**src/common/rename_pkg.sv**
```systemverilog
package rename_pkg;

   // ==========================================================
   // Sizes of the rename machine
   // ==========================================================

   localparam int AREGS  = 16;                 // Architectural registers seen by software
   localparam int PREGS  = 32;                 // Physical registers behind them
   localparam int NCHECK = 4;                  // Branch checkpoint slots, power of two

   localparam int AREG_W = $clog2(AREGS);
   localparam int PREG_W = $clog2(PREGS);
   localparam int CKPT_W = $clog2(NCHECK);
   localparam int CNT_W  = $clog2(NCHECK + 1); // Live count has to reach NCHECK itself

   // Out of reset the low AREGS physical registers hold the identity map,
   // so only the upper ones start out free
   localparam logic [PREGS-1:0] AVAIL_RESET = {{(PREGS - AREGS){1'b1}}, {AREGS{1'b0}}};

   // ==========================================================
   // Register numbers
   // ==========================================================

   typedef logic [AREG_W-1:0] areg_t;         // Architectural register number
   typedef logic [PREG_W-1:0] preg_t;         // Physical register number
   typedef logic [CKPT_W-1:0] checkpt_ndx_t;  // Checkpoint slot index

   // One snapshot of the rename state
   // The map is AREGS x PREG_W bits and avail has one bit per physical register
   typedef struct packed {
      preg_t [AREGS-1:0] map;                 // Architectural to physical map
      logic  [PREGS-1:0] avail;               // Set where a physical register is free
   } checkpoint_t;

   // ==========================================================
   // Rename request and response
   // ==========================================================

   typedef struct packed {
      logic  has_dst;                         // Instruction writes a register
      logic  is_branch;                       // Instruction needs a checkpoint
      areg_t dst;
      areg_t src1;
      areg_t src2;
   } rename_req_t;

   typedef struct packed {
      preg_t        psrc1;                    // Physical source operands
      preg_t        psrc2;
      preg_t        pdst;                     // Newly allocated destination, 0 if none
      preg_t        old_pdst;                 // Mapping that pdst displaced, freed on commit
      checkpt_ndx_t ckpt;                     // Slot holding this branch's snapshot
      logic         has_ckpt;
   } rename_rsp_t;

   // Mispredict restore as broadcast by the map table
   typedef struct packed {
      logic         valid;
      checkpt_ndx_t ndx;                      // Slot to roll back to
   } restore_t;

endpackage
```
**src/rename/rename_top.sv**
```systemverilog
`timescale 1ns/1ps

// Register rename subsystem, one instruction per cycle
module rename_top import rename_pkg::*; (
   input  logic         clka,
   input  logic         rst_n,
   input  logic         req_valid,
   input  rename_req_t  req,
   output logic         req_ready,
   output logic         rsp_valid,
   output rename_rsp_t  rsp,
   input  logic         free_valid,    // Commit of an instruction with a destination
   input  preg_t        free_preg,
   input  logic         resolve_valid, // Branch resolution
   input  checkpt_ndx_t resolve_ckpt,
   input  logic         mispredict
);

   logic             alloc_req;
   preg_t            alloc_preg;
   logic             empty;
   logic             take;
   checkpt_ndx_t     tail;
   logic             full;
   checkpoint_t      snapshot;       // Map half from the map table
   logic [PREGS-1:0] snap_avail;     // Avail half from the free list
   checkpoint_t      ram_din;
   checkpoint_t      ram_dout;       // Slot named by resolve_ckpt
   restore_t         restore;

   // Merge both halves of the snapshot
   assign ram_din.map   = snapshot.map;
   assign ram_din.avail = snap_avail;

   // ==========================================================
   // Blocks
   // ==========================================================

   rename_map u_map (
      .rst_n, .clka, .req_valid, .req, .req_ready, .rsp_valid, .rsp,
      .resolve_valid, .mispredict, .resolve_ckpt,
      .alloc_preg, .empty, .alloc_req, .tail, .full, .take,
      .snapshot, .ckpt_map(ram_dout), .restore
   );

   free_list u_free (
      .rst_n, .clka, .alloc_req, .alloc_preg, .empty, .free_valid, .free_preg,
      .take, .take_ndx(tail), .restore, .ckpt_avail(ram_dout.avail), .snap_avail
   );

   checkpoint_alloc u_ckpt (
      .rst_n, .clka, .take, .resolve_valid, .mispredict, .resolve_ckpt, .tail, .full
   );

   checkpoint_ram u_ram (
      .rst_n, .clka, .ena(take), .wea(take), .addra(tail), .dina(ram_din), .douta(),
      .addrb(resolve_ckpt), .doutb(ram_dout)
   );

   // A snapshot write never lands on the slot a resolve is working on
   a_ram_hazard : assert property (
      @(posedge clka) disable iff (!rst_n)
      take |-> !(resolve_valid && (resolve_ckpt == tail))
   ) else $error("rename_top: checkpoint write collides with resolve of slot %0d", tail);

endmodule

```
**src/rename/checkpoint_alloc.sv**
```systemverilog
`timescale 1ns/1ps

// In-order ring of checkpoint slots.
// Branches take slots at the tail, correct resolves retire them at the
// head, a mispredict cuts the ring back to the mispredicted slot.
module checkpoint_alloc import rename_pkg::*; (
   input  logic         rst_n,
   input  logic         clka,
   input  logic         take,
   input  logic         resolve_valid,
   input  logic         mispredict,
   input  checkpt_ndx_t resolve_ckpt,
   output checkpt_ndx_t tail,
   output logic         full
);

   checkpt_ndx_t     head_q;            // Oldest live slot
   checkpt_ndx_t     tail_q;            // Next slot to hand out
   logic [CNT_W-1:0] count_q;           // Live slots, 0 to NCHECK
   logic             correct;

   assign correct = resolve_valid && !mispredict;
   assign tail    = tail_q;
   assign full    = (count_q == CNT_W'(NCHECK));

   // ==========================================================
   // Ring pointers
   // ==========================================================

   always_ff @(posedge clka) begin
      if (!rst_n) begin
         head_q  <= '0;
         tail_q  <= '0;
         count_q <= '0;
      end else if (resolve_valid && mispredict) begin
         // The mispredicted slot and everything younger are dropped
         tail_q  <= resolve_ckpt;
         count_q <= CNT_W'(checkpt_ndx_t'(resolve_ckpt - head_q));
      end else begin
         if (take)
            tail_q <= tail_q + checkpt_ndx_t'(1);
         if (correct)
            head_q <= head_q + checkpt_ndx_t'(1);
         case ({take, correct})
            2'b10:   count_q <= count_q + CNT_W'(1);
            2'b01:   count_q <= count_q - CNT_W'(1);
            default: count_q <= count_q;   // Take and retire in one cycle cancel out
         endcase
      end
   end

   // ==========================================================
   // Checks
   // ==========================================================

   // Correct resolves are expected oldest first
   a_resolve_head : assert property (
      @(posedge clka) disable iff (!rst_n)
      correct |-> (resolve_ckpt == head_q) && (count_q != '0)
   ) else $error("checkpoint_alloc: correct resolve of slot %0d, head is %0d",
                 resolve_ckpt, head_q);

   // The map table must hold branches back while every slot is live
   a_take_full : assert property (
      @(posedge clka) disable iff (!rst_n)
      take |-> !full
   ) else $error("checkpoint_alloc: checkpoint taken while all slots are live");

endmodule

```
**src/rename/free_list.sv**
```systemverilog
`timescale 1ns/1ps

// Physical register free list.
// One availability bit per register, lowest-free allocation, freeing on
// commit, and a freed-since mask per checkpoint slot for the restore.
module free_list import rename_pkg::*; (
   input  logic         rst_n,
   input  logic         clka,
   input  logic         alloc_req,
   output preg_t        alloc_preg,
   output logic         empty,
   input  logic         free_valid,    // Commit frees the displaced register
   input  preg_t        free_preg,
   input  logic         take,          // Branch snapshot in this cycle
   input  checkpt_ndx_t take_ndx,
   input  restore_t     restore,
   input  logic [PREGS-1:0] ckpt_avail,   // Avail half of the restored slot
   output logic [PREGS-1:0] snap_avail    // Avail half of a new snapshot
);

   logic [PREGS-1:0] avail_q;
   logic [PREGS-1:0] avail_nxt;
   logic [PREGS-1:0] freed_q [NCHECK];   // Registers committed since each slot's take

   // ==========================================================
   // Lowest-free priority encoder
   // ==========================================================

   always_comb begin
      alloc_preg = '0;
      for (int i = PREGS - 1; i >= 0; i--) begin
         if (avail_q[i])
            alloc_preg = preg_t'(i);    // Last hit wins, so the lowest set bit
      end
   end

   assign empty = ~|avail_q;

   // Allocation sees only the current vector, a same-edge commit is not visible
   always_comb begin
      avail_nxt = avail_q;
      if (alloc_req)
         avail_nxt[alloc_preg] = 1'b0;
      if (free_valid)
         avail_nxt[free_preg] = 1'b1;
   end

   // Includes a same-cycle commit, so the taken slot's mask can start empty
   assign snap_avail = avail_nxt;

   // ==========================================================
   // State update
   // ==========================================================

   always_ff @(posedge clka) begin
      if (!rst_n) begin
         avail_q <= AVAIL_RESET;
      end else if (restore.valid) begin
         // Snapshot avail plus everything committed since that snapshot
         avail_q <= ckpt_avail | freed_q[restore.ndx] | (PREGS'(free_valid) << free_preg);
      end else begin
         avail_q <= avail_nxt;
      end
   end

   always_ff @(posedge clka) begin
      for (int k = 0; k < NCHECK; k++) begin
         if (!rst_n)
            freed_q[k] <= '0;
         else if (take && (take_ndx == checkpt_ndx_t'(k)))
            freed_q[k] <= '0;           // Fresh slot, its snapshot already has the commit
         else if (free_valid)
            freed_q[k][free_preg] <= 1'b1;
      end
   end

   // A commit may only free a register that some instruction still holds
   a_free_busy : assert property (
      @(posedge clka) disable iff (!rst_n)
      free_valid |-> !avail_q[free_preg]
   ) else $error("free_list: commit frees register %0d which is already free", free_preg);

endmodule

```
**src/rename/rename_map.sv**
```systemverilog
`timescale 1ns/1ps

// Map table of the rename stage.
// Looks up both sources, allocates the destination, takes branch
// snapshots and rolls the map back on a mispredict.
module rename_map import rename_pkg::*; (
   input  logic         rst_n,
   input  logic         clka,
   input  logic         req_valid,
   input  rename_req_t  req,
   output logic         req_ready,
   output logic         rsp_valid,
   output rename_rsp_t  rsp,
   input  logic         resolve_valid,
   input  logic         mispredict,
   input  checkpt_ndx_t resolve_ckpt,
   input  preg_t        alloc_preg,    // Lowest free register from the free list
   input  logic         empty,
   output logic         alloc_req,
   input  checkpt_ndx_t tail,          // Slot the next branch will use
   input  logic         full,
   output logic         take,
   output checkpoint_t  snapshot,      // Map half only, the top adds avail
   input  checkpoint_t  ckpt_map,      // Slot addressed by resolve_ckpt
   output restore_t     restore
);

   preg_t [AREGS-1:0] map_q;           // Current speculative map
   preg_t [AREGS-1:0] map_nxt;         // Map after this cycle's rename
   logic              needs_dst;
   logic              fire;

   // ==========================================================
   // Acceptance
   // ==========================================================

   // Architectural register 0 is hardwired to physical 0 and never renamed
   assign needs_dst = req.has_dst && (req.dst != '0);

   // Stall on a mispredict cycle, on no free register, or on no free slot
   assign req_ready = !(resolve_valid && mispredict)
                   && !(needs_dst && empty)
                   && !(req.is_branch && full);

   assign fire      = req_valid && req_ready;
   assign alloc_req = fire && needs_dst;
   assign take      = fire && req.is_branch;   // Also drives the RAM write enables

   assign restore.valid = resolve_valid && mispredict;
   assign restore.ndx   = resolve_ckpt;

   // ==========================================================
   // Map update
   // ==========================================================

   always_comb begin
      map_nxt = map_q;
      if (alloc_req)
         map_nxt[req.dst] = alloc_preg;  // A branch snapshot sees its own destination
   end

   // Snapshot holds the map after the branch's own rename
   assign snapshot.map   = map_nxt;
   assign snapshot.avail = '0;            // Filled in from the free list at the top

   always_ff @(posedge clka) begin
      if (!rst_n) begin
         for (int i = 0; i < AREGS; i++)
            map_q[i] <= preg_t'(i);       // Identity map out of reset
      end else if (restore.valid) begin
         map_q <= ckpt_map.map;           // Roll back to the branch snapshot
      end else begin
         map_q <= map_nxt;
      end
   end

   // ==========================================================
   // Response register
   // ==========================================================

   always_ff @(posedge clka) begin
      if (!rst_n)
         rsp_valid <= 1'b0;
      else
         rsp_valid <= fire;               // Exactly one cycle per accepted request
   end

   // Sources read the map before this instruction's own update
   always_ff @(posedge clka) begin
      rsp.psrc1    <= map_q[req.src1];
      rsp.psrc2    <= map_q[req.src2];
      rsp.pdst     <= needs_dst ? alloc_preg : '0;
      rsp.old_pdst <= needs_dst ? map_q[req.dst] : '0;
      rsp.ckpt     <= tail;
      rsp.has_ckpt <= req.is_branch;
   end

endmodule

```
**src/rtl/checkpoint_ram.sv**
```systemverilog
`timescale 1ns/1ps

// Small distributed RAM holding one rename snapshot per checkpoint slot
// Port A writes at the clock edge and both ports read without a clock
module checkpoint_ram import rename_pkg::*; (
   input  logic         rst_n,
   input  logic         clka,
   input  logic         ena,      // Port A enable
   input  logic         wea,      // Port A write strobe
   input  checkpt_ndx_t addra,    // Slot being snapshotted, the ring tail
   input  checkpoint_t  dina,
   output checkpoint_t  douta,
   input  checkpt_ndx_t addrb,    // Slot being restored on a mispredict
   output checkpoint_t  doutb
);

   // ==========================================================
   // Storage
   // ==========================================================

   // Only NCHECK entries, so this maps onto LUT RAM rather than a block RAM
   checkpoint_t mem [NCHECK];

   // Each take writes the snapshot of its branch into the tail slot
   always_ff @(posedge clka) begin
      if (ena && wea)
         mem[addra] <= dina;      // Snapshot lands at the edge of the take
   end

   // ==========================================================
   // Read ports
   // ==========================================================

   // A write in this cycle shows on the read ports only after the edge
   assign douta = mem[addra];
   assign doutb = mem[addrb];     // Feeds the map restore and the avail restore

   // ==========================================================
   // Checks
   // ==========================================================

   // The snapshot is assembled from the map table and the free list,
   // an unknown bit here would silently corrupt a later restore
   a_write_known : assert property (
      @(posedge clka) disable iff (!rst_n)
      (ena && wea) |-> !$isunknown({addra, dina})
   ) else $error("checkpoint_ram: write with unknown address or data");

endmodule

```
**config.mk**
```make
export PLATFORM = sky130hd
export DESIGN_NAME = rename_top
export DESIGN_NICKNAME = d
export VERILOG_FILES = /design/src/common/rename_pkg.sv /design/src/rename/rename_top.sv /design/src/rename/checkpoint_alloc.sv /design/src/rename/free_list.sv /design/src/rename/rename_map.sv /design/src/rtl/checkpoint_ram.sv
export SDC_FILE = /design/constraint.sdc
export NUM_CORES = 1
export LEC_CHECK = 0
export BUFFER_PORTS_ARGS = -buffer_cell sky130_fd_sc_hd__clkbuf_2
export CELL_PAD_IN_SITES_DETAIL_PLACEMENT = 0
export CELL_PAD_IN_SITES_GLOBAL_PLACEMENT = 2
export CORE_ASPECT_RATIO = 1.4
export CORE_UTILIZATION = 46
export CTS_CLUSTER_SIZE = 8
export DETAILED_ROUTE_END_ITERATION = 10
export PLACE_DENSITY_LB_ADDON = 0.1
export SKIP_CTS_REPAIR_TIMING = 1
export SLEW_MARGIN = 15
export SYNTH_ARGS = -nofsm -noshare
export SYNTH_HDL_FRONTEND = slang
export SYNTH_SLANG_ARGS = --single-unit
```
**constraint.sdc**
```tcl
create_clock -name clka -period 7.77 [get_ports clka]
set_clock_uncertainty 0.15 [all_clocks]
set_input_delay 0.777 -clock clka [delete_from_list [all_inputs] [get_ports clka]]
set_output_delay 0.777 -clock clka [all_outputs]
set_load 0.005 [all_outputs]
```
# == Word level (Yosys, flattened, before mapping) ==
# Memories as Yosys holds them, arrays and structs flattened.
# Index checks and enable logic that the tools add are counted.
# totals
ff_bits,143
elab_cells,433
mem_bits_rw,576
memories,2
# memory_table
name,words,word_bits,read_ports,rd_clocked_by_memory_dff,write_ports,line,text
u_ram.mem,4,112,1,0,1,checkpoint_ram.sv:22,checkpoint_t mem [NCHECK];
u_free.freed_q,4,32,1,0,4,free_list.sv:23,logic [PREGS-1:0] freed_q [NCHECK];
# classes
n_shift,1
order_cmp,8
reduce_logical,30
n_mux,214
addsub,5
n_eq_ne,6
bitwise_logic,139
# ops
op,n
two-way mux 32 bit,11
two-way mux 5 bit,36
two-way mux 80 bit,2
two-way mux 1 bit,154
bitwise OR 1 bit,132
bitwise OR 32 bit,3
bitwise mux 80 bit,1
binary-select mux 5 bit (select 4 bit),3
bitwise AND 32 bit,1
inverter 32 bit,1
OR reduction 32 bit,1
<< shifter 1 x 5 -> 32 bit,1
demux 5 bit (select 4 bit),1
logical AND 1 bit,17
less-than comparator 4 x 5 -> 1 bit (second input constant),3
less-than comparator 5 x 6 -> 1 bit (second input constant),2
demux 1 bit (select 5 bit),2
>= comparator 5 x 1 -> 1 bit (second input constant),2
equality test 2 bit (second input constant),3
two-way mux 2 bit,3
one-hot mux 3 bit (2 select lines),1
zero test 1 bit,5
adder 2 x 1 -> 2 bit (second input constant),2
equality test 2 x 1 -> 1 bit (second input constant),2
12 further kinds,14

# == Depth between registers and ports, before layout ==
# Gate-level depths: netlist (run 1).
# depth
ltp_word,42
mapped_depth,12
depth_no_buf,10

# == Cells and area by module ==
# A second synthesis (run 1) with hierarchy kept.
# unflattened
hier_cells,2356
area_unflattened_um2,34774.6
# modules_own_cells
module,cells_each,instances,area_each_um2
checkpoint_ram,727,1,18883.1
free_list,876,1,8593.2
rename_map,703,1,6859.1
checkpoint_alloc,50,1,439.2

# == Worst setup path after synthesis (run 1) ==
# Ideal clock, no wire load.
# synth_path
path_type,input port to flip-flop
from,in req[10] in the netlist's numbering
to,mem u_ram.mem[2][0] in the netlist's numbering (enable)
required_ns,7.100
setup_slack_ns,1.565
cell_stages,8
n_path_buf,3
arrival_time_ns,5.535
cell_sequence,buf_2 -> or2_2 -> o21ai_0 -> o311a_1 -> buf_2 -> nand2_1 -> inv_1 -> buf_1
# synth_between
elab_chain_len,10
# synth_lines
element,line,text
start: declaration,rename_top.sv:8,"input rename_req_t req,"
nonzero test 4 bit,rename_map.sv:38,assign needs_dst = req.has_dst && (req.dst != '0);
logical AND 1 bit,rename_map.sv:38,
logical AND 1 bit,rename_map.sv:42,&& !(needs_dst && empty)
zero test 1 bit,rename_map.sv:42,
logical AND 1 bit,rename_map.sv:42,
logical AND 1 bit,rename_map.sv:43,&& !(req.is_branch && full);
logical AND 1 bit,rename_map.sv:45,assign fire = req_valid && req_ready;
logical AND 1 bit,rename_map.sv:47,assign take = fire && req.is_branch;
two-way mux 1 bit,checkpoint_ram.sv:26,if (ena && wea)
two-way mux 1 bit (implied by the code),checkpoint_ram.sv:27,mem[addra] <= dina;
end: declaration,checkpoint_ram.sv:22,
# Every way passes these cells.

# == Worst setup path in the final report (run 1) ==
# layout_path
from,in req[9] in the netlist's numbering
to,mem u_ram.mem[3][9] in the netlist's numbering (enable)
# The elaborated chain is that of the path after synthesis.

==> impl_metrics.py, run 1 <==
metrics = {
    "layout": {
        "regArea_mm2": 0.0202,
        "fill_cells": 5647,
        "fin_area_mm2": 0.0352,
        "layoutNonFillerInstCount": 3250,
        "areaGrowthSynthToFinish_pct": 13.2,
        "utilization": 0.527,
        "multiInputGateArea_mm2": 0.0102,
        "fin_nets": 2346,
        "drive_above_1_share": 0.180,
    },
    "floorplan": {
        "die_y_um": 309,
        "die-area_mm2": 0.0686,
        "core_area_mm2": 0.0667,
        "die_x_um": 222,
        "io_pins": 52,
        "start_util": 0.466,
        "rows": 112,
    },
    "route": {
        "drtPass1Iterations": 6,
        "drt-vias-per-instance": 6.10,
        "avgRoutedWirePerCell_um": 27.2,
        "drt_wl_total_um": 88300,
        "drc_errors": 0,
        "drt_iter0_drc": 1397,
        "routed-via-count": 19800,
        "postRouteAntennaNets": 0,
    },
    "clocking": {
        "clock-sinks": 719,
        "path_clk_slew_ns": 0.05,
        "cts_tree": "done",
        "cts_buffers": 100,
        "clock_latency_ns": 0.67,
        "cts-root-buf": "clkbuf_16",
        "cts_htree_levels": 3,
        "clockBufferDepth": 3,
    },
    "timing": {
        "final_max_slew_viol_count": 0,
        "setup_slack_ns": 2.77,
        "fin_crit_sh": 0.644,
        "hold_violations": 0,
        "rsz0062_at_grt": "false",
        "relSlewSlack": 0.120,
        "tightest_slew_ns": 1.32,
        "min_period_ns": 5.00,
        "finalSetupViolCount": 0,
        "fmax_mhz": 200,
        "tns_ns": 0,
    },
    "logic_synthesis": {
        "synth_top_cell_area_share": 0.557,
        "yosysWarnings": 0,
        "synth_seq_area_share": 0.649,
        "synth_cell_types": 70,
        "synth_largest_area_cell": "edfxtp_1",
        "synthesis.area_mm2": 0.0311,
        "syn_avg_cell_area_um2": 13.6,
        "netlist_top_cells_area": "edfxtp_1, mux4_2, dfxtp_1",
        "ys_ff_latch": 719,
        "synth_most_common_cell": "edfxtp_1",
        "postSynthCellCount": 2278,
        "synth.net_count": 2312,
        "synth_edf_count": 576,
        "async_flop_share": 0,
        "ys_top_cells_by_count": "edfxtp_1, nor2_1, nand2_1",
        "synth_flop_cell": "edfxtp_1",
    },
    "worst_setup_path": {
        "cp.required_ns": 7.92,
        "cp-start-kind": "input port",
        "path_max_fanout": 40,
        "rrSetupSlack_ns": 3.34,
        "critical_path_class": "in2reg",
        "crit_arrival_ns": 5.15,
        "crit_path_end_kind": "flop",
    },
    "job": {
        "cap_violations": 0,
    },
    "grt": {
        "grt_pass1_vias": 20600,
        "grt_max_degree": 88,
        "grt_overflow": 0,
        "grt_pass1_wl_um": 132000,
        "antenna_found_initial": 3,
        "grtUsageTotal": 0.262,
    },
    "power_and_ir_drop": {
        "p_sw_mw": 2.25,
        "ir_drop_mv": 0.158,
        "swShare": 0.242,
        "p_seq_frac": 0.476,
        "power.share.clock": 0.439,
        "intPower_mw": 7.03,
        "combPwrFrac": 0.085,
        "p_leak_nw": 12.4,
        "p_per_area_mw_per_mm2": 264,
    },
    "placement": {
        "placed_cells": 3065,
        "preCtsSetupSlack_ns": 2.22,
        "place_area_mm2": 0.0322,
        "dp_hpwl_um": 53300,
        "io_buffers": 51,
        "gp_routability_congestion": 0.861,
    },
    "outcome": {
        "outcome": "finished clean",
    },
    "hold_path": {
        "hold_class": "in2reg",
    },
}
==> registers in the layout (all words and copies together), names as in the netlist <==
name	count
u_map.rsp	23
u_ckpt.head_q	2
u_map.rsp_valid	1
u_free.avail_q	32
u_ckpt.tail	2
u_map.map_q	80
u_ckpt.count_q	3
u_ram.mem	448
u_free.freed_q	128
==> placed cells by master, fill, tap and decap left out, drive strengths merged, types with 7 or more instances in the layout <==
cell type,Yosys,final
a2111oi,13,13
a211o,9,9
a211oi,41,41
a21o,19,19
a21oi,98,98
a22o,15,15
a31oi,18,18
a32o,7,7
and2,17,17
and3,8,8
buf,46,43
clkbuf,113,224
clkinv,0,7
dfxtp,143,143
edfxtp,576,576
inv,48,49
mux2,48,48
mux2i,12,12
mux4,155,155
nand2,224,224
nand2b,16,16
nand3,52,52
nand4,20,20
nor2,286,286
nor2b,8,8
nor3,89,89
nor4,11,11
o211a,8,8
o21ai,75,75
o311ai,7,7
o31ai,9,9
or3,11,11
or4,8,8
==> worst paths after layout <==
kind | start | to | cells after the start
worst max register to register | u_free.avail_q[2]$_SDFF_PN0_ | u_free.freed_q[3][13]$_DFFE_PP_ | 7
worst min-delay path | req[12] | u_map.rsp[0]$_DFF_P_ | 1
worst max-delay path | req[9] | u_ram.mem[3][9]$_DFFE_PP_ | 7
worst min register to register | u_ckpt.tail[1]$_SDFFE_PN0P_ | u_map.rsp[2]$_DFF_P_ | 0
==> final cells by class <==
| class | instances | share of cell area |
|---|---|---|
| sequential | 719 | 0.574 |
| multi-input combinational | 1352 | 0.289 |
| clock buffer | 176 | 0.0799 |
| tap | 855 | 0.0304 |
| timing repair buffer | 91 | 0.0178 |
| inverter | 48 | 0.00573 |
| clock inverter | 8 | 0.00335 |
| antenna | 1 | 0.0000712 |
==> power by group through the flow <==
| stage | combinational [mW] | clock, mW | sequential, mW |
|---|---|---|---|
| after floorplan | 0.511 | 0 | 4.45 |
| after global placement | 0.780 | 0 | 4.48 |
| after detailed placement | 0.789 | 0 | 4.49 |
| after CTS | 0.792 | 4.14 | 4.41 |
| after global routing | 0.850 | 4.29 | 4.42 |
| final | 0.792 | 4.07 | 4.41 |
==> per-layer routing <==
layer,GRT usage,vias up,share of wire
met2,0.474,617,0.52
met1,0.316,10300,0.40
met5,0,-,0.000091
met3,0.0368,144,0.047
li1,-,8788,-
met4,0.104,2,0.032
==> logic make-up after synthesis <==
family / Yosys count / synth area share
compound gates: 363 / 0.0785
xor+xnor: 6 / 0.00169
fa+ha+maj: 7 / 0.00306
buf+inv: 207 / 0.0256
flops: 719 / 0.649
mux: 215 / 0.134
simple gates: 761 / 0.108
==> stage by stage <==
stage | power [mW] | hold slack, ns
detailed placement | 5.28 | 0.251
CTS | 9.34 | 0.162
global route | 9.56 | 0.200
floorplan | 4.96 | 0.221
finish | 9.27 | 0.190
global placement | 5.26 | 0.255
==> worst max-delay path, cell delays in order <==
cell,delay (ns)
clkbuf_2,0.42
or2_2,0.51
o21ai_0,0.84
o311a_1,0.55
nand2_2,0.72
inv_6,0.70
buf_4,0.55
No activity file was read; power rests on OpenSTA's default activity.
==> inputs of run 2 (changes only) <==
==> constraint.sdc (replaced) <==
create_clock -name clka -period 4.85 [get_ports clka]
set_clock_uncertainty 0.15 [all_clocks]
set_input_delay 0.485 -clock clka [delete_from_list [all_inputs] [get_ports clka]]
set_output_delay 0.485 -clock clka [all_outputs]
set_load 0.005 [all_outputs]
==> run 2 against run 1 <==
  * Worst setup slack got worse by 1.7 ns
  * Highest routed layer is now met4
  * Largest cell class unchanged
  * Clock power rose by 57%
  * Hold slack worse by 0.036 ns
  * Routed wire length barely moved
==> impl_metrics.py, run 2 (synthesized netlist as in run 1, its figures left out) <==
metrics = {
    "placement": {
        "placed_cells": 3085,
        "dp_hpwl_um": 54300,
        "io_buffers": 51,
        "gp_routability_congestion": 0.846,
    },
    "worst_setup_path": {
        "cp.required_ns": 5.28,
        "critical_path_class": "reg2reg",
        "cp-start-kind": "flop",
        "crit_arrival_ns": 4.26,
        "path_max_fanout": 8,
        "crit_path_end_kind": "flop",
    },
    "clocking": {
        "cts_tree": "done",
        "path_clk_slew_ns": 0.05,
        "clock-sinks": 719,
        "cts-root-buf": "clkbuf_16",
        "cts_buffers": 99,
        "clockBufferDepth": 3,
        "clock_latency_ns": 0.67,
        "cts_htree_levels": 3,
    },
    "power_and_ir_drop": {
        "ir_drop_mv": 0.301,
        "swShare": 0.241,
        "combPwrFrac": 0.088,
        "p_seq_frac": 0.480,
        "p_sw_mw": 3.55,
        "p_per_area_mw_per_mm2": 418,
        "p_leak_nw": 12.5,
        "power.share.clock": 0.432,
        "intPower_mw": 11.2,
    },
    "grt": {
        "grt_pass1_wl_um": 133000,
        "grt_max_degree": 116,
        "antenna_found_initial": 0,
        "grt_overflow": 0,
        "grtUsageTotal": 0.263,
        "grt_pass1_vias": 20600,
    },
    "floorplan": {
        "rows": 112,
        "core_area_mm2": 0.0667,
        "die-area_mm2": 0.0686,
        "io_pins": 52,
        "die_x_um": 222,
        "start_util": 0.466,
        "die_y_um": 309,
    },
    "layout": {
        "regArea_mm2": 0.0202,
        "n_antenna_cell": 0,
        "drive_above_1_share": 0.187,
        "final_common_cell": "edfxtp_1",
        "areaGrowthSynthToFinish_pct": 13.5,
        "multiInputGateArea_mm2": 0.0101,
        "largest_reg_flops": 448,
        "final_cell_mix": "edfxtp_1, nor2_1, nand2_1",
        "reg_top3": "u_ram.mem: 448 flops, u_free.freed_q: 128 flops, u_map.map_q: 80 flops",
        "fin_nets": 2366,
        "fill_cells": 5632,
        "max_flop_register": "u_ram.mem",
        "layoutNonFillerInstCount": 3259,
    },
    "timing": {
        "tightest_slew_ns": 1.09,
        "hold_violations": 0,
        "relSlewSlack": 0.272,
        "tns_ns": 0,
        "min_period_ns": 3.82,
        "final_max_slew_viol_count": 0,
        "finalSetupViolCount": 0,
        "fin_crit_sh": 0.788,
        "fmax_mhz": 262,
        "rsz0062_at_grt": "false",
    },
    "route": {
        "postRouteAntennaNets": 0,
        "drc_errors": 0,
        "drt-vias-per-instance": 6.08,
        "drtPass1Iterations": 5,
        "avgRoutedWirePerCell_um": 27.1,
        "routed-via-count": 19800,
        "drt_wl_total_um": 88300,
        "drt_iter0_drc": 1277,
    },
    "hold_path": {
        "hold_class": "in2reg",
    },
    "job": {
        "cap_violations": 0,
    },
    "outcome": {
        "outcome": "finished clean",
    },
}
[run 2: path summary, 6_finish.rpt]
check | startpoint | end | slack (ns) | cells after the start
max | u_free.avail_q[3]$_SDFF_PN0_ | u_ckpt.count_q[2]$_SDFFE_PP0P_ | 1.03 | 10
min | req[3] | u_map.rsp[17]$_DFF_P_ | 0.15 | 2
max reg2reg | u_free.avail_q[3]$_SDFF_PN0_ | u_ckpt.count_q[2]$_SDFFE_PP0P_ | 1.03 | 10
min reg2reg | u_ckpt.tail[1]$_SDFFE_PN0P_ | u_map.rsp[2]$_DFF_P_ | 0.35 | 0
[run 2: worst max-delay path: stages (launching register included)]
cell	delay (ns)
dfxtp_1	0.35
nor4_2	0.66
nand4_1	0.53
o311a_1	0.64
inv_2	0.11
ha_1	0.19
inv_1	0.08
fa_1	0.39
xor2_1	0.17
or3_1	0.31
a21oi_1	0.14
[run 2: final cells by class]
type	instances	share of cell area
clock buffer	168	0.0782
tap	855	0.0303
sequential	719	0.572
inverter	48	0.00571
multi-input combinational	1352	0.287
clock inverter	5	0.00188
timing repair buffer	112	0.0247
[run 2: metal layers]
metal / up-vias / global-route usage / wire length, um
met5: - / 0 / 0
met4: 0 / 0.114 / 3020
met3: 166 / 0.0373 / 4330
met2: 633 / 0.467 / 45800
met1: 10200 / 0.320 / 35200
li1: 8826 / - / -
[run 2: through the flow]
| stage | hold slack [ns] | area, um^2 | util | setup slack, ns | power [mW] |
|---|---|---|---|---|---|
| final | 0.154 | 35300 | 0.529 | 1.03 | 14.7 |
| after global routing | 0.154 | 35300 | 0.529 | 0.802 | 15.2 |
| after CTS | -0.152 | 35200 | 0.528 | 1.09 | 14.9 |
| after detailed placement | 0.332 | 32400 | 0.486 | 0.884 | 8.49 |
| after global placement | 0.322 | 32400 | 0.486 | 1.05 | 8.46 |
| after floorplan | 0.221 | 31100 | - | 0.580 | 7.94 |
[run 2: power groups by stage]
stage	clock network (mW)	registers [mW]	logic, mW
4_1_cts	6.50	7.07	1.31
2_1_floorplan	0	7.12	0.819
6_report	6.37	7.07	1.30
5_1_grt	6.72	7.08	1.40
3_3_place_gp	0	7.17	1.29
3_5_place_dp	0	7.18	1.30
